$ cat config.mk
export PLATFORM = sky130hd
export DESIGN_NAME = tcb_rsp_align
export DESIGN_NICKNAME = d
export VERILOG_FILES = /design/src/common/tcb_pkg.sv /design/src/rtl/tcb_rsp_align.sv
export SDC_FILE = /design/constraint.sdc
export NUM_CORES = 1
export LEC_CHECK = 0
export BUFFER_PORTS_ARGS = -buffer_cell sky130_fd_sc_hd__buf_2
export CORE_MARGIN = 2
export CORE_UTILIZATION = 27
export DETAILED_ROUTE_END_ITERATION = 12
export PLACE_DENSITY = 0.77
export REMOVE_ABC_BUFFERS = 1
export SLEW_MARGIN = 20
export SYNTH_ARGS = -nofsm -noshare
export SYNTH_HDL_FRONTEND = slang
export SYNTH_SLANG_ARGS = --single-unit
$ cat constraint.sdc
create_clock -name clk -period 0.9 [get_ports clk]
set_input_delay 0.045 -clock clk [delete_from_list [all_inputs] [get_ports clk]]
set_output_delay 0.045 -clock clk [all_outputs]
set_load 0.02 [all_outputs]
$ cat src/common/tcb_pkg.sv
////////////////////////////////////////////////////////////
// shared constants and types for the TCB memory subsystem
// request, response and address layouts used on every stage
////////////////////////////////////////////////////////////

package tcb_pkg;

  //////////////////////////////////////////////////////////
  // bus and memory geometry
  //////////////////////////////////////////////////////////

  // data bus width and byte lanes
  localparam int unsigned DAT_W = 32;
  localparam int unsigned BEN_W = DAT_W / 8;
  // byte offset within a word
  localparam int unsigned OFF_W = $clog2(BEN_W);
  // byte address width
  localparam int unsigned ADR_W = 12;
  // word address per bank
  localparam int unsigned MEM_ADR_W = ADR_W - OFF_W;
  // log size field, 0..2 legal
  localparam int unsigned SIZ_W = 2;
  // entries in each byte bank
  localparam int unsigned MEM_DEPTH = 2 ** MEM_ADR_W;

  //////////////////////////////////////////////////////////
  // types
  //////////////////////////////////////////////////////////

  // one byte lane
  typedef logic [7:0] byte_t;

  // word address and offset view
  typedef struct packed {
    logic [MEM_ADR_W-1:0] wrd;
    logic [OFF_W-1:0]     off;
  } tcb_wrd_off_t;

  // byte address, or split into word and offset
  typedef union packed {
    logic [ADR_W-1:0] byte_adr;
    tcb_wrd_off_t     wrd_off;
  } tcb_adr_u;

  // log size mode request
  typedef struct packed {
    logic             wen;
    tcb_adr_u         adr;
    logic [SIZ_W-1:0] siz;
    logic [DAT_W-1:0] wdt;
  } tcb_siz_req_t;

  // byte enable mode request, data already on lanes
  typedef struct packed {
    logic             wen;
    tcb_adr_u         adr;
    logic [BEN_W-1:0] ben;
    logic [DAT_W-1:0] wdt;
  } tcb_ben_req_t;

  // response data, right justified, zero filled
  typedef struct packed {
    logic [DAT_W-1:0] rdt;
  } tcb_rsp_t;

endpackage

$ cat src/rtl/tcb_rsp_align.sv
////////////////////////////////////////////////////////////
// response stage that realigns read lanes to the request
// offset and size are held one cycle for the rotate and mask
////////////////////////////////////////////////////////////

`timescale 1ns/1ps

module tcb_rsp_align (
  input  logic                                  clk,
  input  logic                                  rst,
  // request as seen at the banks
  input  logic                                  vld,
  input  tcb_pkg::tcb_siz_req_t                 req,
  // bank read lanes
  input  tcb_pkg::byte_t [tcb_pkg::BEN_W-1:0]   mem_rdt,
  // response
  output logic                                  rsp_vld,
  output tcb_pkg::tcb_rsp_t                     rsp
);

  // read strobe of the current request
  logic                      rd_req;
  // delayed request fields
  logic                      rd_q;
  logic [tcb_pkg::OFF_W-1:0] off_q;
  logic [tcb_pkg::SIZ_W-1:0] siz_q;

  assign rd_req = vld & ~req.wen;

  always_ff @(posedge clk) begin
    if (rst) begin
      rd_q <= 1'b0;
    end else begin
      rd_q <= rd_req;
    end
  end

  // shape of the access for the realign
  always_ff @(posedge clk) begin
    off_q <= req.adr.wrd_off.off;
    siz_q <= req.siz;
  end

  //////////////////////////////////////////////////////////
  // realign
  //////////////////////////////////////////////////////////

  assign rsp_vld = rd_q;

  always_comb begin
    // bank lane holding result byte j
    logic [tcb_pkg::OFF_W-1:0] lane;
    lane = '0;
    rsp.rdt = '0;
    for (int j = 0; j < tcb_pkg::BEN_W; j++) begin
      lane = off_q + tcb_pkg::OFF_W'(j);
      // zero above the access size
      rsp.rdt[8*j +: 8] = (j < (1 << siz_q)) ? mem_rdt[lane] : 8'h00;
    end
  end

  // read data from the banks is fully known in the response cycle
  rsp_known_a: assert property (
    @(posedge clk) disable iff (rst)
    rsp_vld |-> !$isunknown(rsp.rdt)
  ) else $error("read response with unknown data");

endmodule

==> summary by stage <==
Clock network
The CTS tree is built. The number of levels the H-tree was split into is 1. The number of buffers created by CTS is 3. The post-CTS repair timing setup buffer count is 0. The sink count of the clock tree is 5. The clock root buffer master is sky130_fd_sc_hd__clkbuf_4.

Counting along the longest clock path gives a buffer depth of 2. Clock-pin slew was measured on the worst setup and hold paths at ~0.040 ns.

Critical path
The worst endpoint data arrival time is ~1.4 ns. STA classifies the critical path startpoint as a register. The worst setup path is captured at an output port. The worst setup path category is reg -> out. The required time of the worst setup path is roughly 0.85 ns. In this run the worst path has a maximum fanout of 12.

Power
The leakage component of the power is roughly 0.0007 uW. Dividing total power by cell area gives a power density of roughly 1000 nW/um^2. The maximum vdd ir drop is between 0.0009 and 0.001 V.

Floorplanning
The placeable core region is around 2800 um^2. The die width is approximately 58 um. The floorplan row count is 19. The die covers about 3300 um^2. The height of the chip is approximately 58 um.

The initial utilization of the core area, before any placement, comes to 0.2831. The count of boundary I/O pins is 115.

Synth
For this run, the register share of the synthesized area comes to 0.1282. The fraction of synthesized area in multiplexers is 0.5128. The mean area per synthesized cell is ~9.5 um^2.

The cell area that synthesis handed to floorplanning was just under 800 um^2. The xor/xnor cell area share of the yosys netlist is 0. sky130_fd_sc_hd__mux2i_1 takes more of the synthesized area than any other cell. After synthesis, the largest family of logic cells by area is multiplexers. The simple-gate share of the synthesized area is 0.02244. In this run, synthesis produced a sequential element count of 5. The post-synthesis cell type count is 13. Of the post-synthesis cell area, the dominant cell type holds 0.5128.

The cell count after synthesis came out at 82. Yosys printed 0 warnings. Of the total synthesized cell area, the portion taken by full adders, half adders and majority gates is 0.

The area fraction in compound gates after synthesis was 0.2131. By area the synthesized netlist is led by sky130_fd_sc_hd__mux2i_1, sky130_fd_sc_hd__o22ai_1, sky130_fd_sc_hd__dfxtp_1, sky130_fd_sc_hd__buf_6, sky130_fd_sc_hd__buf_8.

Worst hold path
The startpoint identified for the worst hold timing path is vld. For hold timing, the worst endpoint is rsp_vld. The worst hold path passes through 2 cells. The path class of the tightest hold or removal check is in -> reg.

Placed design
The cell count after placement is 189. The global placement routability congestion is 0.7497. The half-perimeter wire length after detailed placement is between 1.5 and 2 mm. The number of buffer cells added on primary ports is a little over 70.

Finish
The share of layout cells above drive strength 1 is 0.6331. The final layout net count is about 250. The filler cells instantiated in the layout total between 200 and 250. The diode insertion count for antenna repair is 0. Excluding fillers, the count of instances in the completed layout stands at 200. From synthesis to final layout, the design area changed by 80.93%.

STA
The clock period minus final worst setup slack is 1.409 ns. The hold violation count in the final report came to 0. The worst setup margin is -0.5095 ns. The final-report max-slew violation count is 0. Setup violations remaining at the end of the flow were counted as 32.

Derived from the worst setup path, the maximum achievable clock frequency is a little over 700 MHz. The relative slew slack is 0.7256. Summed over all failing endpoints, the final setup total negative slack is -15.10 ns. At the pin with the least slew margin, the transition time is between 0.4 and 0.5 ns. Of the available clock period, the critical path in the final layout requires 1.566. Setup repair after global routing could not meet its margin everywhere.

Route
The final route contains approximately 1000 vias. The total wirelength of the detailed-routed design is about 2.8 mm. After detailed routing, the number of remaining DRC violations is 0. After detailed routing, the average wire length per cell comes to 13.99 um. The initial detailed-routing violation count is 26. The detailed-routing iteration count for the pre-antenna-repair pass is 5. In this run the remaining antenna-violating nets after routing total 0.

The detail-routed via count per cell is roughly 5.2.

GRT
The initial antenna violation count was 0. In the global route stage, met1 resource usage came out at 0.1962. The number of global-route vias before repair came to 952.

The sum of overflow across all layers after global routing is 0. For met2 alone, demand over resource in global routing was 0.2971. The global routing usage on met3 is 0.008929.

The first global-routing pass estimated between 4 and 5 mm of wire. In the global route stage, overall resource usage came out at 0.1573. The pin count of the biggest net entering global routing is 21. The layer flagged by global routing as most heavily used is met2.

Status
The checks that failed: negative setup slack. The run finished, with violations left.

Job
Max-cap violations in this run came to 0.
==> repair_timing <==
item	in CTS	in global routing
hold buffers	6	0
endpoints found under the setup margin	32	32
cloned	0	1
gates resized for setup	5	20
endpoints found under the hold margin	5	0
==> cells in the final DEF (no fill, tap or decap) <==
master | synthesis | routed
sky130_fd_sc_hd__mux2i_2 | 0 | 13
sky130_fd_sc_hd__buf_4 | 1 | 10
sky130_fd_sc_hd__mux2i_4 | 0 | 4
sky130_fd_sc_hd__nand2_1 | 1 | 1
sky130_fd_sc_hd__o22ai_1 | 24 | 24
sky130_fd_sc_hd__buf_12 | 1 | 2
sky130_fd_sc_hd__o21ai_1 | 1 | 1
sky130_fd_sc_hd__o21bai_2 | 1 | 1
sky130_fd_sc_hd__dfxtp_1 | 5 | 4
sky130_fd_sc_hd__clkbuf_16 | 0 | 1
sky130_fd_sc_hd__mux2i_1 | 40 | 23
sky130_fd_sc_hd__clkbuf_4 | 0 | 3
sky130_fd_sc_hd__nor3b_1 | 1 | 1
sky130_fd_sc_hd__clkbuf_1 | 0 | 1
sky130_fd_sc_hd__dfxtp_4 | 0 | 1
sky130_fd_sc_hd__nand2b_1 | 1 | 1
sky130_fd_sc_hd__buf_2 | 0 | 72
sky130_fd_sc_hd__dlygate4sd3_1 | 0 | 6
==> synth_stat cells (all sizes together) <==
master and instances:
buf 7, nor3b 1, nand2b 1, o21bai 1, mux2i 40, nand2 1, dfxtp 5, clkbuf 1
o21ai 1, o22ai 24
==> per-stage QoR <==
stage                     hold WS [ns]  cell area [um^2]  setup WS, ns  total power (uW)  utilization
final                          0.07644              1413       -0.5095              1377       0.5123
after CTS                      0.05433              1292       -0.5014              1305       0.4687
after global placement          0.1500              1187       -0.2285             994.3       0.4306
after detailed placement        0.1490              1187       -0.2548              1001       0.4306
after floorplan                0.07272             684.4        -1.070             689.7            -
after global routing           0.06653              1413       -0.5599              1456       0.5123
==> critical path: stages (launching register included) <==
cell and delay (ns):
sky130_fd_sc_hd__dfxtp_4 0.39, sky130_fd_sc_hd__buf_12 0.17, sky130_fd_sc_hd__mux2i_2 0.25, sky130_fd_sc_hd__o22ai_1 0.12
sky130_fd_sc_hd__buf_2 0.18
==> logic make-up (layout without fill, tap and decap cells) <==
family,Yosys count,after routing
mux,40,40
compound gates,26,26
buf+inv,8,95
flops,5,5
simple gates,3,3
==> per-layer routing <==
metal / part of all wire / wire [um]
met5: 0 / 0
met4: 0 / 0
met1: 0.41 / 1159
met3: 0.075 / 209
met2: 0.51 / 1428
==> registers in the layout (all words and copies together), names as in the netlist <==
name	flops
off_q	2
siz_q	2
rsp_vld	1
==> area by class of cell <==
class	count	area, um^2	share of cell area
clock buffer	4	26.28	0.01860
multi-input combinational	69	683.2	0.4836
sequential	5	103.9	0.07352
tap	31	38.79	0.02746
timing repair buffer	91	560.5	0.3968
==> report_power, final <==
group	switching [uW]	total [uW]	internal, uW
logic	470	869	399
clock network	94.5	262	168
registers	13.3	246	233
==> how the worst max path moves through the flow <==
stage	start	end	cells after the start
after detailed placement	off_q[1]	rsp[8]	4
after global placement	off_q[1]	rsp[13]	4
after global routing	off_q[1]	rsp[8]	4
after floorplan	off_q[1]	rsp[18]	2
after CTS	off_q[1]	rsp[29]	4
final	off_q[1]	rsp[8]	4
Note: power is estimated with default switching activity, not from simulation.
