--- config.mk ---
export PLATFORM = sky130hd
export DESIGN_NAME = tcb_misaligned_memory_controller
export DESIGN_NICKNAME = d
export VERILOG_FILES = /design/src/common/tcb_pkg.sv /design/src/tcb_mem/tcb_misaligned_memory_controller.sv
export SDC_FILE = /design/constraint.sdc
export NUM_CORES = 1
export LEC_CHECK = 0
export BUFFER_PORTS_ARGS = -buffer_cell sky130_fd_sc_hd__buf_2
export CORE_UTILIZATION = 34
export DETAILED_ROUTE_END_ITERATION = 12
export GPL_TIMING_DRIVEN = 0
export PLACE_DENSITY = 0.9
export RECOVER_POWER = 50
export SYNTH_ARGS = -nofsm -noshare
export SYNTH_HDL_FRONTEND = slang
export SYNTH_SLANG_ARGS = --single-unit
--- constraint.sdc ---
create_clock -name vclk -period 2.2
set_clock_uncertainty 0.15 [all_clocks]
set_input_delay 0.11 -clock vclk [all_inputs]
set_output_delay 0.11 -clock vclk [all_outputs]
set_load 0.1 [all_outputs]
--- src/common/tcb_pkg.sv ---
////////////////////////////////////////////////////////////
// shared constants and types for the TCB memory subsystem
// request, response and address layouts used on every stage
////////////////////////////////////////////////////////////

package tcb_pkg;

  //////////////////////////////////////////////////////////
  // bus and memory geometry
  //////////////////////////////////////////////////////////

  // data bus width and byte lanes
  localparam int unsigned DAT_W = 32;
  localparam int unsigned BEN_W = DAT_W / 8;
  // byte offset within a word
  localparam int unsigned OFF_W = $clog2(BEN_W);
  // byte address width
  localparam int unsigned ADR_W = 12;
  // word address per bank
  localparam int unsigned MEM_ADR_W = ADR_W - OFF_W;
  // log size field, 0..2 legal
  localparam int unsigned SIZ_W = 2;
  // entries in each byte bank
  localparam int unsigned MEM_DEPTH = 2 ** MEM_ADR_W;

  //////////////////////////////////////////////////////////
  // types
  //////////////////////////////////////////////////////////

  // one byte lane
  typedef logic [7:0] byte_t;

  // word address and offset view
  typedef struct packed {
    logic [MEM_ADR_W-1:0] wrd;
    logic [OFF_W-1:0]     off;
  } tcb_wrd_off_t;

  // byte address, or split into word and offset
  typedef union packed {
    logic [ADR_W-1:0] byte_adr;
    tcb_wrd_off_t     wrd_off;
  } tcb_adr_u;

  // log size mode request
  typedef struct packed {
    logic             wen;
    tcb_adr_u         adr;
    logic [SIZ_W-1:0] siz;
    logic [DAT_W-1:0] wdt;
  } tcb_siz_req_t;

  // byte enable mode request, data already on lanes
  typedef struct packed {
    logic             wen;
    tcb_adr_u         adr;
    logic [BEN_W-1:0] ben;
    logic [DAT_W-1:0] wdt;
  } tcb_ben_req_t;

  // response data, right justified, zero filled
  typedef struct packed {
    logic [DAT_W-1:0] rdt;
  } tcb_rsp_t;

endpackage

--- src/tcb_mem/tcb_misaligned_memory_controller.sv ---
////////////////////////////////////////////////////////////
// byte enable request to per lane SRAM controls
// lanes below the offset address the following word
////////////////////////////////////////////////////////////

`timescale 1ns/1ps

module tcb_misaligned_memory_controller (
  input  logic                                              clk,
  input  logic                                              rst,
  // byte enable request
  input  logic                                              vld,
  input  tcb_pkg::tcb_ben_req_t                             ben_req,
  // SRAM side, one entry per lane
  output logic [tcb_pkg::BEN_W-1:0]                         mem_cen,
  output logic                                              mem_wen,
  output logic [tcb_pkg::BEN_W-1:0][tcb_pkg::MEM_ADR_W-1:0] mem_adr,
  output tcb_pkg::byte_t [tcb_pkg::BEN_W-1:0]               mem_wdt
);

  //////////////////////////////////////////////////////////
  // address split
  //////////////////////////////////////////////////////////

  // word address and its successor
  logic [tcb_pkg::MEM_ADR_W-1:0] wrd;
  logic [tcb_pkg::MEM_ADR_W-1:0] nxt;
  // byte offset in the word
  logic [tcb_pkg::OFF_W-1:0]     off;

  assign wrd = ben_req.adr.wrd_off.wrd;
  assign off = ben_req.adr.wrd_off.off;
  // top word wraps into word 0
  assign nxt = wrd + 1'b1;

  //////////////////////////////////////////////////////////
  // lane controls
  //////////////////////////////////////////////////////////

  // only enabled lanes of a valid request
  assign mem_cen = {tcb_pkg::BEN_W{vld}} & ben_req.ben;
  // same direction on all banks
  assign mem_wen = ben_req.wen;

  for (genvar i = 0; i < tcb_pkg::BEN_W; i++) begin : g_lane
    // wrapped bytes sit below the offset
    assign mem_adr[i] = (i < off) ? nxt : wrd;
    // data is already lane ordered
    assign mem_wdt[i] = ben_req.wdt[8*i +: 8];
  end

  // a valid request always touches at least one bank
  cen_any_a: assert property (
    @(posedge clk) disable iff (rst)
    vld |-> (mem_cen != '0)
  ) else $error("valid request without any chip enable");

endmodule

==> out/metrics.cfg, run 1 <==
[sta]
setup_viol=0
finalCriticalPeriod_ns=2.00
maxSlewViolCount=0
tightestPinTransition_ns=1.19
hold_violations=0
grt_setup_unrepaired=no
fin_crit_share=0.907
peak_freq_ghz=0.501
timing.setup.tns_ns=0
slew-limit-headroom=0.211

[critical_path]
crit_path_end=mem_adr[16]
cp.required_ns=1.94
crit_fanout=8
critPathArrivalTime_ns=1.74
critical_path_source=ben_req[39]
timing.critical_path.to_type=output pin
timing.critical_path.from_type=input port
timing_worst_setup_path_type=input port to output pin

[clock_network]
post-cts-setup-buffers=0
post_cts.resized_instances=0
hold_bufs_at_cts=0

[global_routing]
globalRouteOverflowTotal=0
globalRouteTotalUtil=0.136
grt_max_degree=11
grt_antenna_before_repair=0
first_global_vias=735
grt_first_pass_wirelength_um=2980

[logic_synthesis]
portion_of_the_post_synthesis_area_used_by_sequential_elements=0
synth.largest_area_cell=buf_4
synth.lib_cells_used.distinct=19
synth.avg_cell_area_sq_um=7.19
synth.cell_area_sq_um=885
synth_warnings=0
synth_top_area_share=0.399
netlist_top_cells_area=buf_4 (40%), xor2_1 (18%), xnor2_1 (8.9%)
synthesis.nets=176
syn_inst=123

[pwr]
power_per_cell_area_nw_per_um2=607
vdd_ir_drop_max_v=0.000564
power.static_leakage_uw=0.000708
report.power.total_uw=875

[cells_and_area]
area_growth_syn_to_layout_pct=62.8
clock_buffers=0
antennaDiodeCount=0
nFillCells=259
drive_gt1_frac=0.590
net_count_of_the_finished_layout=267
layoutNonFillerInstCount=242
post-route-util=0.581
final-seq-area_sq_um=0
layout.sequential_cells=0

[placed_design]
placedCellCount=242
routability_driven_placement_congestion_ratio=0.726
place.detailed.hpwl_um=1990
io_buf_count=89

[floorplanning]
floorplan.die.width_um=53.0
die_y_um=53.0
i_o_pins=129
core_area_sq_um=2480
std_cell_rows=18
die_area_sq_um=2810
floorplan.initialDensity=0.357

[outcome]
status=complete, no violations

[route]
vias=1030
post_drt_wl_per_cell_um=9.28
route.final.wire_length_um=2250
drt_iter0_markers=5
via_per_inst=4.26
route.antenna.remaining_nets=0
drc=0
drt_pre_antenna_iters=4

[job]
max-cap-violations=0

[hold_path]
hold_path_class=input port to output pin

layout make-up:
class / count / area (sq um) / share of cell area
Multi-Input combinational cell: 71 / 629 / 0.437
Inverter: 2 / 7.51 / 0.00521
Tap cell: 30 / 37.5 / 0.0261
Timing Repair Buffer: 89 / 398 / 0.276
Buffer: 50 / 368 / 0.255
cell families after synthesis:
group | count (synthesis) | share of synthesized area
buffers and inverters | 52 | 0.424
AND/OR/NAND/NOR | 39 | 0.250
XOR/XNOR | 27 | 0.267
multiplexers | 3 | 0.0382
AO/OA/AOI/OAI | 1 | 0.00565
adder cells (fa/ha/maj) | 1 | 0.0141
report_power, final:
part / internal, uW / switching, uW
registers: 0 / 0
clock network: 0 / 0
logic: 143 / 732
cell usage in the layout (no fill, tap or decap), drive strengths merged, types with 2 or more instances in the layout:
cell | synthesis | final
inv | 2 | 2
clkbuf | 1 | 39
xor2 | 18 | 18
nor4 | 2 | 2
buf | 49 | 100
nor2 | 8 | 8
xnor2 | 9 | 9
nor3 | 11 | 11
mux2 | 3 | 3
nand3 | 5 | 5
nand4 | 4 | 4
and2 | 4 | 4
nand2 | 5 | 5
worst max-delay path, stage by stage:
cell and delay, ns:
buf_2 0.18, ha_1 0.27, nand3_1 0.22, nor3_1 0.34, xor2_2 0.17, buf_2 0.44
through the flow:
stage	cell area, sq um	worst slack, ns	hold WS [ns]
floorplan	1000	-0.156	0.282
global placement	1490	0.236	0.453
detailed placement	1490	0.198	0.454
CTS	1490	0.195	0.454
global route	1440	0.0896	0.577
finish	1440	0.204	0.558
Yosys cell counts:
cell / count
and2_1: 4
buf_2: 2
buf_4: 47
clkbuf_2: 1
ha_1: 1
inv_1: 1
inv_2: 1
mux2_2: 3
nand2_1: 5
nand3_1: 5
nand4_1: 3
nand4_4: 1
nor2_1: 7
nor2_2: 1
nor3_1: 11
nor4_2: 2
o21ai_0: 1
xnor2_1: 9
xor2_1: 18
how the worst min path moves through the flow:
stage                startpoint     endpoint  slack [ns]  cells past startpoint
floorplan           ben_req[38]  mem_adr[30]        0.28                      1
global placement     ben_req[6]   mem_wdt[6]        0.45                      2
detailed placement  ben_req[20]  mem_wdt[20]        0.45                      2
CTS                 ben_req[20]  mem_wdt[20]        0.45                      2
global route        ben_req[41]   mem_adr[3]        0.58                      3
finish              ben_req[41]   mem_adr[3]        0.56                      3
routing by layer:
layer  part of all wire  GRT usage
met1               0.35      0.150
met2               0.54      0.295
met3               0.11    0.00287
met4                  0          0
met5                  0          0
No activity file was read; power rests on OpenSTA's default activity.
==> run 2, diff against run 1 <==
==> constraint.sdc (replaced) <==
create_clock -name vclk -period 2.4
set_clock_uncertainty 0.15 [all_clocks]
set_input_delay 0.12 -clock vclk [all_inputs]
set_output_delay 0.12 -clock vclk [all_outputs]
set_load 0.1 [all_outputs]
==> run 2 against run 1 <==
- clock-buffer cell count did not move
- final area decreased by 4.7%
- die area is the same
- total power down 9.2%
- critical path type unchanged
==> out/metrics.cfg, run 2 (synthesis gave the netlist of run 1 again) <==
[outcome]
status=complete, no violations

[hold_path]
hold_start=ben_req[41]
worst_hold_path.num_cells=3  ; unchanged
worstHoldEndpoint=mem_adr[3]
hold_path_class=input port to output pin

[cells_and_area]
layout.sequential_cells=0  ; unchanged
nFillCells=264  ; +1.9%
final-seq-area_sq_um=0  ; unchanged
post-route-util=0.554  ; -0.0273
drive_gt1_frac=0.547  ; -0.0425
area_growth_syn_to_layout_pct=55.2
net_count_of_the_finished_layout=267  ; unchanged
final_common_cell=buf_2
clock_buffers=0  ; unchanged
multi_input_area_sq_um=562  ; -11%
most_frequent_cells_in_the_layout=buf_2 (53), buf_4 (47), clkbuf_1 (38)
antennaDiodeCount=0  ; unchanged

[floorplanning]
die_area_sq_um=2810  ; unchanged
die_y_um=53.0  ; unchanged
floorplan.die.width_um=53.0  ; unchanged
i_o_pins=129  ; unchanged
floorplan.initialDensity=0.357  ; unchanged
std_cell_rows=18  ; unchanged
core_area_sq_um=2480  ; unchanged

[pwr]
power.clock.fraction=0  ; unchanged
power_per_cell_area_nw_per_um2=579  ; -4.8%
pwr-share-comb=1.000  ; about the same
vdd_ir_drop_max_v=0.000386  ; -32%
power.switching_uw=667  ; -8.9%
cellInternalPower_uw=127  ; -11%
power.switching_fraction=0.840  ; +0.00257
seqPwrFrac=0  ; unchanged
power.static_leakage_uw=0.000696  ; -1.7%

[sta]
slew-limit-headroom=0.224  ; +0.0127
layout_setup_ws_ns=0.432  ; +0.228 ns
peak_freq_ghz=0.508
grt_setup_unrepaired=no
fin_crit_share=0.820
finalCriticalPeriod_ns=1.97
maxSlewViolCount=0  ; unchanged
setup_viol=0  ; unchanged
hold_violations=0  ; unchanged
tightestPinTransition_ns=1.17  ; -0.0192 ns

[global_routing]
globalRouteTotalUtil=0.126  ; -0.0106
grt_max_degree=11  ; unchanged
grt_antenna_before_repair=0  ; unchanged
first_global_vias=696  ; -5.3%
grt_first_pass_wirelength_um=2810  ; -5.8%
globalRouteOverflowTotal=0  ; unchanged

[job]
max-cap-violations=0  ; unchanged

[route]
vias=1027  ; -0.29%
route.antenna.remaining_nets=0  ; unchanged
post_drt_wl_per_cell_um=8.97  ; -3.3%
drt_iter0_markers=12  ; +7
drc=0  ; unchanged
drt_pre_antenna_iters=4  ; unchanged
via_per_inst=4.24  ; -0.29%
route.final.wire_length_um=2170  ; -3.3%

[clock_network]
post-cts-setup-buffers=0  ; unchanged
hold_bufs_at_cts=0  ; unchanged
post_cts.resized_instances=0  ; unchanged

[placed_design]
io_buf_count=89  ; unchanged
dp_worst_setup_slack_ns=0.426  ; +0.228 ns
place.detailed.hpwl_um=1880  ; -5.3%
routability_driven_placement_congestion_ratio=0.710  ; -2.3%

[critical_path]
timing.critical_path.from_type=input port
timing_worst_setup_path_type=input port to output pin
cp.required_ns=2.13  ; +0.19 ns
critical_path_source=ben_req[39]
crit_fanout=8  ; unchanged
critPathArrivalTime_ns=1.70  ; -0.04 ns
timing.critical_path.to_type=output pin

[run 2: cell count changes in the layout (fill, tap and decap cells not counted)]
cell     change
xor2_2       -8
xnor2_2      -1
xnor2_1      +1
xor2_1       +8
[run 2: per-layer routing]
| layer | up-vias | part of all wire | GRT usage |
|---|---|---|---|
| met2 | 68 | 0.50 | 0.247 |
| met1 | 432 | 0.38 | 0.150 |
| met4 | 0 | 0 | 0 |
| li1 | 527 | - | - |
| met3 | 0 | 0.12 | 0.0172 |
| met5 | - | 0 | 0 |
[run 2: metrics by stage]
step           setup TNS [ns]  hold WS [ns]  total power, uW  cell area [sq um]  std cells
2_1_floorplan         -0.0288         0.302              712                937        123
3_3_place_gp                0         0.473              802               1420        242
3_5_place_dp                0         0.474              805               1420        242
4_1_cts                     0         0.474              806               1420        242
5_1_grt                     0         0.594              819               1370        242
6_report                    0         0.578              794               1370        242
[run 2: power by group through the flow]
stage / Combinational [uW] / Clock, uW / Sequential (uW)
6_report: 794 / 0 / 0
5_1_grt: 819 / 0 / 0
2_1_floorplan: 712 / 0 / 0
4_1_cts: 806 / 0 / 0
3_5_place_dp: 805 / 0 / 0
3_3_place_gp: 802 / 0 / 0
[run 2: layout make-up]
| class | instances | share of cell area |
|---|---|---|
| buffer | 50 | 0.268 |
| inverter | 2 | 0.00547 |
| multi-input combinational | 71 | 0.409 |
| tap | 30 | 0.0273 |
| timing repair buffer | 89 | 0.290 |
[run 2: how the worst max path moves through the flow]
stage,depth (start not counted),end
floorplan,4,mem_adr[7]
global placement,6,mem_adr[6]
detailed placement,6,mem_adr[6]
CTS,6,mem_adr[6]
global route,6,mem_adr[26]
finish,6,mem_adr[6]
[run 2: worst max-delay path, stage by stage]
cell and delay (ns):
buf_2 0.18, ha_1 0.26, nand3_1 0.20, nor3_1 0.36, xor2_2 0.14, buf_2 0.43
