$ cat src/common/tcb_pkg.sv
////////////////////////////////////////////////////////////
// shared constants and types for the TCB memory subsystem
// request, response and address layouts used on every stage
////////////////////////////////////////////////////////////

package tcb_pkg;

  //////////////////////////////////////////////////////////
  // bus and memory geometry
  //////////////////////////////////////////////////////////

  // data bus width and byte lanes
  localparam int unsigned DAT_W = 32;
  localparam int unsigned BEN_W = DAT_W / 8;
  // byte offset within a word
  localparam int unsigned OFF_W = $clog2(BEN_W);
  // byte address width
  localparam int unsigned ADR_W = 12;
  // word address per bank
  localparam int unsigned MEM_ADR_W = ADR_W - OFF_W;
  // log size field, 0..2 legal
  localparam int unsigned SIZ_W = 2;
  // entries in each byte bank
  localparam int unsigned MEM_DEPTH = 2 ** MEM_ADR_W;

  //////////////////////////////////////////////////////////
  // types
  //////////////////////////////////////////////////////////

  // one byte lane
  typedef logic [7:0] byte_t;

  // word address and offset view
  typedef struct packed {
    logic [MEM_ADR_W-1:0] wrd;
    logic [OFF_W-1:0]     off;
  } tcb_wrd_off_t;

  // byte address, or split into word and offset
  typedef union packed {
    logic [ADR_W-1:0] byte_adr;
    tcb_wrd_off_t     wrd_off;
  } tcb_adr_u;

  // log size mode request
  typedef struct packed {
    logic             wen;
    tcb_adr_u         adr;
    logic [SIZ_W-1:0] siz;
    logic [DAT_W-1:0] wdt;
  } tcb_siz_req_t;

  // byte enable mode request, data already on lanes
  typedef struct packed {
    logic             wen;
    tcb_adr_u         adr;
    logic [BEN_W-1:0] ben;
    logic [DAT_W-1:0] wdt;
  } tcb_ben_req_t;

  // response data, right justified, zero filled
  typedef struct packed {
    logic [DAT_W-1:0] rdt;
  } tcb_rsp_t;

endpackage

$ cat src/rtl/tcb_size_to_ben.sv
////////////////////////////////////////////////////////////
// log size to byte enable request conversion
// combinational, rotates write bytes onto their lanes
////////////////////////////////////////////////////////////

`timescale 1ns/1ps

module tcb_size_to_ben (
  // clock and reset, only for the check below
  input  logic                 clk,
  input  logic                 rst,
  // log size request
  input  logic                 vld,
  input  tcb_pkg::tcb_siz_req_t req,
  // byte enable request
  output tcb_pkg::tcb_ben_req_t ben_req
);

  //////////////////////////////////////////////////////////
  // lane mapping
  //////////////////////////////////////////////////////////

  always_comb begin
    // byte index within the transfer seen by a lane
    logic [tcb_pkg::OFF_W-1:0] rel;
    rel = '0;
    // control fields pass unchanged
    ben_req.wen = req.wen;
    ben_req.adr = req.adr;
    ben_req.ben = '0;
    ben_req.wdt = '0;
    for (int i = 0; i < tcb_pkg::BEN_W; i++) begin
      // lane i carries transfer byte (i - off) mod 4
      rel = tcb_pkg::OFF_W'(i) - req.adr.wrd_off.off;
      // enabled while that byte is within the size
      ben_req.ben[i] = (int'(rel) < (1 << req.siz));
      // write byte rel lands on lane i
      ben_req.wdt[8*i +: 8] = req.wdt[8*rel +: 8];
    end
  end

  //////////////////////////////////////////////////////////
  // checks
  //////////////////////////////////////////////////////////

  // size 3 would need 8 lanes, not on a 32 bit bus
  siz_legal_a: assert property (
    @(posedge clk) disable iff (rst)
    vld |-> (req.siz != 2'd3)
  ) else $error("illegal request size 3");

endmodule

$ cat config.mk
export PLATFORM = sky130hd
export DESIGN_NAME = tcb_size_to_ben
export DESIGN_NICKNAME = d
export VERILOG_FILES = /design/src/common/tcb_pkg.sv /design/src/rtl/tcb_size_to_ben.sv
export SDC_FILE = /design/constraint.sdc
export NUM_CORES = 1
export LEC_CHECK = 0
export ABC_AREA = 1
export BUFFER_PORTS_ARGS = -buffer_cell sky130_fd_sc_hd__buf_2
export CORE_UTILIZATION = 29
export DETAILED_ROUTE_END_ITERATION = 8
export PLACE_DENSITY_LB_ADDON = 0.15
export SLEW_MARGIN = 10
export SYNTH_ARGS = -nofsm -noshare
export SYNTH_HDL_FRONTEND = slang
export SYNTH_SLANG_ARGS = --single-unit
$ cat constraint.sdc
create_clock -name vclk -period 1.6
set_input_delay 0.16 -clock vclk [all_inputs]
set_output_delay 0.16 -clock vclk [all_outputs]
set_load 0.01 [all_outputs]
==> run summary, run 1 <==
status: completed
wirelength, routed: 3.13 mm
Clock power frac: 0%
hold path endpoint: ben_req[38]
Routed WL per cell: 9.01 um
hold_ws: 320 ps
relative slew slack: 66.9%
half-perimeter wire length after detailed placement: 2.62 mm
xor/xnor cell area share of the yosys netlist: 5.02%
Fin. Hold Viols: 0
share of cells above drive strength 1: 27.6%
Synth Area in Compound Gates: 1.83%
initial antenna violation count: 0
Unique masters post-synth: 13
core area: 3470 um^2
die area: 4030 um^2
Cell Pwr Density: 362 nW/um^2
adder-cell share of the synthesized area: 4.57%
Hold Crit Start: req[36]
Synth Instances: 246
count leader, synth: nand2_1
Leakage Power: 1.00 nW
All-Layer GR Usage: 15.3%
MaxCap Viol Count: 0
Starting Density: 31.6%
Simple-Gate Fraction of Synth Area: 68.5%
WP data arrival: 1260 ps
clock buffers: 0
Syn Area/Cell: 4.46 um^2
final setup violation count: 0
PortBufs: 74
DIE HEIGHT: 63.5 um
fmax: 706 MHz
Worst-Margin Slew: 495 ps
Die W: 63.5 um
gpl congestion: 0.762
DRT Pass-1 Iters: 4
fin crit share: 88.6%
Post-Syn Area: 1100 um^2
Setup TNS: 0 ps
CP Max Fanout: 33
register area: 0 um^2
post-synthesis sequential area ratio: 0%
# hold bufs at CTS: 0
Yosys warning count: 0
number of global-route vias before repair: 1,220
first-pass GRT wire length: 5.22 mm
synth cell count leaders: 199 x nand2_1, 17 x buf_4, 9 x inv_1
sw frac: 59.3%
area leader, netlist: nand2_1
Synth area leaders: nand2_1 68%, buf_4 12%, ha_1 4.6%
critical path class: in -> out
max-slew violations: 0
internal power: 0.205 mW
# resized after CTS: 0
# DRC: 0
multiplexer share of the synthesized area: 0%
P&R area growth vs syn: 26.8%
Worst Hold Path Cells: 0
CP Launch Type: input pin
ANT cells: 0
VDD IR max: 0.123 mV
Vias/cell: 4.22
endpoint class of the critical path: output pin
via count: 1,463
register share of total power: 0%
largest family of logic cells by synthesized area: simple AND/OR/NAND/NOR gates
Rows: 21
min-delay worst type: in -> out
Synth top area share: 68.2%
largest net degree at the start of global routing: 34
sequential cell count: 0
WP data required: 1440 ps
nets: 357
Final ANT Viol Nets: 0
io pins: 99
postcts setup bufs: 0
switching pwr: 0.299 mW
RSZ-0062 raised after global routing: false
minimum clock period: 1420 ps
Post-Syn Nets: 300
Comb pwr share: 100.0%
iteration-0 DRC count of the detailed router: 89
total grt overflow: 0
==> power groups by stage <==
stage          clock (mW)  combinational, mW  sequential (mW)
2_1_floorplan           0              0.353                0
3_3_place_gp            0              0.508                0
3_5_place_dp            0              0.511                0
4_1_cts                 0              0.512                0
5_1_grt                 0              0.578                0
6_report                0              0.504                0
==> worst max path at each step <==
stage,slack (ps),startpoint,end,cells after the start
global placement,180,req[34],ben_req[25],6
global route,40,req[34],ben_req[9],6
CTS,150,req[34],ben_req[9],6
finish,180,req[34],ben_req[9],6
detailed placement,150,req[34],ben_req[9],6
floorplan,230,req[35],ben_req[33],8
==> logic make-up (layout without fill, tap and decap cells) <==
logic type / count (synthesis) / in the layout
compound gates: 4 / 4
buf+inv: 36 / 91
xor+xnor: 2 / 2
fa+ha+maj: 4 / 4
simple gates: 200 / 200
==> stage by stage <==
stage / worst slack, ps / std cells / power, mW / util [%] / cell area (um^2)
2_1_floorplan: 231 / 246 / 0.353 / - / 1100
3_3_place_gp: 177 / 347 / 0.508 / 40.1 / 1390
3_5_place_dp: 153 / 347 / 0.511 / 40.1 / 1390
4_1_cts: 153 / 347 / 0.512 / 40.1 / 1390
5_1_grt: 35.2 / 347 / 0.578 / 40.1 / 1390
6_report: 183 / 347 / 0.504 / 40.1 / 1390
==> critical path, stage by stage <==
cell	delay, ps
buf_2	240
inv_2	270
o21ai_0	330
nand2_1	80
nand2_1	60
buf_2	120
==> layout make-up <==
class                      count  area (um^2)
tap                           46         57.6
inverter                      11         41.3
timing repair buffer          80          415
fill                         442         2080
multi-input combinational    210          876
==> routing by layer <==
layer	track usage (%)	wire length, um
met5	0	0
met4	0.852	2
met3	0.543	201
met2	25.4	1310
met1	22.6	1610
==> layout by cell type (no fill, tap or decap), drive strengths merged <==
cell type,n
buf,80
ha,4
xnor2,1
o21ai,4
nor2,1
clkinv,1
inv,10
xor2,1
nand2,199
No activity file was read; power rests on OpenSTA's default activity.
==> run 2: changes to the inputs <==
ABC_AREA = 0   (was 1)
SKIP_LAST_GASP = 1   (was default)
==> run 2 against run 1 <==
  * Via count down 36%
  * Largest power group unchanged
  * Wire length shrank 27%
  * Critical path type unchanged
  * Sequential cell count stayed put
  * Maximum frequency decreased by 0.52%
  * Critical path depth rose by 1
==> run summary, run 2 <==
share of cells above drive strength 1: 82.2%
via count: 939
WP data required: 1440 ps
synth cell count leaders: 26 x mux4_2, 13 x buf_4, 6 x buf_6, 6 x mux4_1
Die W: 63.0 um
# resized after CTS: 0
Worst-Margin Slew: 283 ps
endpoint class of the critical path: output pin
register area: 0 um^2
VDD IR max: 0.131 mV
most frequent cells in the layout: 74 x buf_2, 26 x mux4_2, 6 x mux4_1
fin crit share: 89.0%
CP Max Fanout: 6
switching pwr: 0.195 mW
first-pass GRT wire length: 3.64 mm
# hold bufs at CTS: 0
half-perimeter wire length after detailed placement: 2.01 mm
Post-Syn Nets: 124
critical path, cell by cell: buf_2 -> xor2_1 -> inv_1 -> ha_1 -> o21a_1 -> o21bai_1 -> buf_2
RSZ-0062 raised after global routing: false
postcts setup bufs: 0
Post-Syn Area: 1080 um^2
total grt overflow: 0
wirelength, routed: 2.30 mm
gpl congestion: 0.710
status: completed
PortBufs: 74
final setup violation count: 0
Rows: 21
MaxCap Viol Count: 0
internal power: 0.248 mW
DRT Pass-1 Iters: 3
P&R area growth vs syn: 26.0%
Synth area leaders: mux4_2 54%, mux4_1 15%, buf_4 9.0%
post-synthesis sequential area ratio: 0%
ANT cells: 0
largest net degree at the start of global routing: 21
Synth Instances: 70
CP dominant cell by count: buf_2
Comb pwr share: 100.0%
min-delay worst type: in -> out
sequential cell count: 0
Starting Density: 31.4%
Routed WL per cell: 13.1 um
minimum clock period: 1420 ps
number of global-route vias before repair: 843
Vias/cell: 5.37
count leader, synth: mux4_2
initial antenna violation count: 0
Synth top area share: 54.2%
All-Layer GR Usage: 10.6%
Placement Setup Slack: 145 ps
crit path max-delay cell type: ha_1
critical path class: in -> out
io pins: 99
clock buffers: 0
sw frac: 44.0%
Leakage Power: 0.621 nW
core area: 3440 um^2
post-route setup slack: 176 ps
Unique masters post-synth: 13
Fin. Hold Viols: 0
DIE HEIGHT: 63.0 um
nets: 185
WP data arrival: 1260 ps
# DRC: 0
Yosys warning count: 0
Cell Pwr Density: 326 nW/um^2
fmax: 702 MHz
most common cell after layout, fill and taps aside: buf_2
Setup TNS: 0 ps
Final ANT Viol Nets: 0
die area: 3970 um^2
iteration-0 DRC count of the detailed router: 5
relative slew slack: 81.1%
CP Launch Type: input pin
area leader, netlist: mux4_2
Clock power frac: 0%
register share of total power: 0%
max-slew violations: 0
Total Power: 0.443 mW
Syn Area/Cell: 15.4 um^2
max incr delay on CP: 290 ps
## run 2: worst max-delay path: cells and delay by family
| family | cells | cell delay (ps) |
|---|---|---|
| XOR/XNOR | 1 | 210 |
| adder cells (fa/ha/maj) | 1 | 290 |
| AO/OA/AOI/OAI | 2 | 230 |
| buffers and inverters | 3 | 380 |
## run 2: power groups by stage
| stage | combinational (mW) | clock, mW | sequential [mW] |
|---|---|---|---|
| floorplan | 0.319 | 0 | 0 |
| global placement | 0.441 | 0 | 0 |
| detailed placement | 0.450 | 0 | 0 |
| CTS | 0.451 | 0 | 0 |
| global route | 0.480 | 0 | 0 |
| finish | 0.443 | 0 | 0 |
## run 2: path summary, 6_finish.rpt
kind    start           to  slack (ps)  cells after the start
max   req[34]  ben_req[34]         180                      7
min   req[39]  ben_req[41]         320                      0
## run 2: layer usage
layer,vias to the layer above,part of all wire (%),GRT usage [%]
met1,467,37,12.0
li1,419,-,-
met4,0,0.74,1.16
met5,-,0,0
met2,47,54,21.4
met3,6,8.6,1.28
## run 2: cell type report
type / instances / area [um^2]
well taps: 46 / 57.6
multi-input cells: 47 / 867
fillers: 344 / 2080
inverters: 2 / 7.51
repair buffers: 80 / 428
## run 2: cells by family (layout without fill, tap and decap cells)
family	count (synthesis)	after routing	synth area share [%]
AOI/OAI and AO/OA	6	6	4.17
xor gates and xnor gates	1	1	0.811
adders and majority gates	4	4	4.64
buffers and inverters	23	82	19.7
muxes	32	32	68.8
and+or+nand+nor	4	4	1.85
## run 2: through the flow
stage	std cells	cell area, um^2	util (%)	hold WS, ps
6_report	175	1360	39.5	320
5_1_grt	175	1360	39.5	320
4_1_cts	175	1360	39.5	320
3_5_place_dp	175	1360	39.5	320
3_3_place_gp	175	1360	39.5	320
2_1_floorplan	70	1080	-	412
==> run 3: changes to the inputs <==
ABC_AREA = 1   (was 0)
CELL_PAD_IN_SITES_DETAIL_PLACEMENT = 1   (was default)
CELL_PAD_IN_SITES_GLOBAL_PLACEMENT = 1   (was default)
CORE_ASPECT_RATIO = 1.2   (was default)
CORE_UTILIZATION = 22   (was 29)
==> run 3 against run 2 <==
  * Hold slack hardly changed
  * Die area grew 33%
  * Critical path depth up 1
  * Non-clock buffer count is 2 higher
  * Total power rose by 17%
  * Cell area grew 5.3%
  * Sequential share of layout area is the same
  * Critical path type unchanged
  * Clock-buffer cell count unchanged
  * Sequential cell count is the same
  * Highest routed layer is now met3
  * Critical endpoint is now ben_req[33]
  * First-iteration DRC count rose to 2.6 times the previous value
  * Global-route usage is 2.9 points higher
  * Wire length up 60%
==> run summary, run 3 (synthesized netlist as in run 1, its figures left out) <==
post-route setup slack: 207 ps
number of global-route vias before repair: 1,402
WP data arrival: 1230 ps
met1 global-route usage: 16.1%
iteration-0 DRC count of the detailed router: 13
# hold bufs at CTS: 0
fmax: 718 MHz
Routed WL per cell: 10.2 um
share of cells above drive strength 1: 28.1%
CP dominant cell by count: nand2_1
final setup violation count: 0
largest net degree at the start of global routing: 26
MaxCap Viol Count: 0
max-slew violations: 0
# DRC: 0
first-pass GRT wire length: 5.87 mm
Crit path buffers/inverters: 4
core area: 4700 um^2
Rows: 27
minimum clock period: 1390 ps
met2 Usage GRT: 27.0%
Vias/cell: 4.23
half-perimeter wire length after detailed placement: 3.03 mm
Leakage Power: 1.02 nW
Top delay family on crit path: buffers and inverters
wirelength, routed: 3.67 mm
WP data required: 1440 ps
gpl congestion: 0.677
PortBufs: 74
endpoint class of the critical path: output pin
P&R area growth vs syn: 30.7%
nets: 359
total grt overflow: 0
# resized after CTS: 0
most common cell after layout, fill and taps aside: nand2_1
fin crit share: 87.1%
met3 GRT Util: 1.01%
Starting Density: 23.3%
min-delay worst type: in -> out
clock buffers: 0
initial antenna violation count: 0
ANT cells: 0
critical path, cell by cell: buf_2 -> clkinv_1 -> ha_1 -> inv_1 -> nand2_1 -> nand2_1 -> nand2_1 -> buf_2
DIE HEIGHT: 79.3 um
Cell Pwr Density: 363 nW/um^2
All-Layer GR Usage: 13.5%
Placement Setup Slack: 178 ps
register area: 0 um^2
io pins: 99
Setup TNS: 0 ps
Final ANT Viol Nets: 0
Fin. Hold Viols: 0
Die W: 66.4 um
crit path max-delay cell type: ha_1
via count: 1,527
max incr delay on CP: 310 ps
most frequent cells in the layout: 199 x nand2_1, 74 x buf_2, 9 x inv_1
VDD IR max: 0.117 mV
die area: 5270 um^2
Top Usage Layer GRT: met2
sequential cell count: 0
postcts setup bufs: 0
critical path class: in -> out
RSZ-0062 raised after global routing: false
status: completed
fillers: 706
CP Max Fanout: 11
CP Launch Type: input pin
Worst-Margin Slew: 340 ps
relative slew slack: 77.3%
DRT Pass-1 Iters: 2
==> run 3: cell types whose count changed in the layout (fill, tap and decap cells not counted), sizes merged, moves of 2 or more <==
cell	before	now
o21a	2	0
o21ai	0	4
mux4	32	0
inv	2	10
o21bai	4	0
buf	80	82
nand2	0	199
==> run 3: metal layers <==
metal	wire length, um	share of wire, %
met1	1680	46
met2	1770	48
met3	215	5.9
met4	0	0
met5	0	0
==> run 3: area by class of cell <==
type	count	area (um^2)	area share, %
repair buffers	82	443	30.9
multi-input cells	210	876	61.1
well taps	58	72.6	5.07
inverters	11	41.3	2.88
==> run 3: power by group <==
| part | switching (mW) | leakage, nW | internal (mW) |
|---|---|---|---|
| clock | 0 | 0 | 0 |
| sequential | 0 | 0 | 0 |
| combinational | 0.308 | 1.02 | 0.212 |
| total | 0.308 | 1.02 | 0.212 |
==> run 3: final timing paths <==
kind              depth (start not counted)           to     from
setup / recovery                          8  ben_req[33]  req[35]
hold / removal                            0  ben_req[38]  req[36]
==> run 3: through the flow <==
| step | instances | util (%) | hold WS [ps] | cell area [um^2] | power [mW] |
|---|---|---|---|---|---|
| floorplan | 246 | - | 412 | 1100 | 0.353 |
| global route | 361 | 30.5 | 320 | 1430 | 0.592 |
| CTS | 361 | 30.5 | 320 | 1430 | 0.535 |
| global placement | 361 | 30.5 | 320 | 1430 | 0.525 |
| finish | 361 | 30.5 | 320 | 1430 | 0.519 |
| detailed placement | 361 | 30.5 | 320 | 1430 | 0.533 |
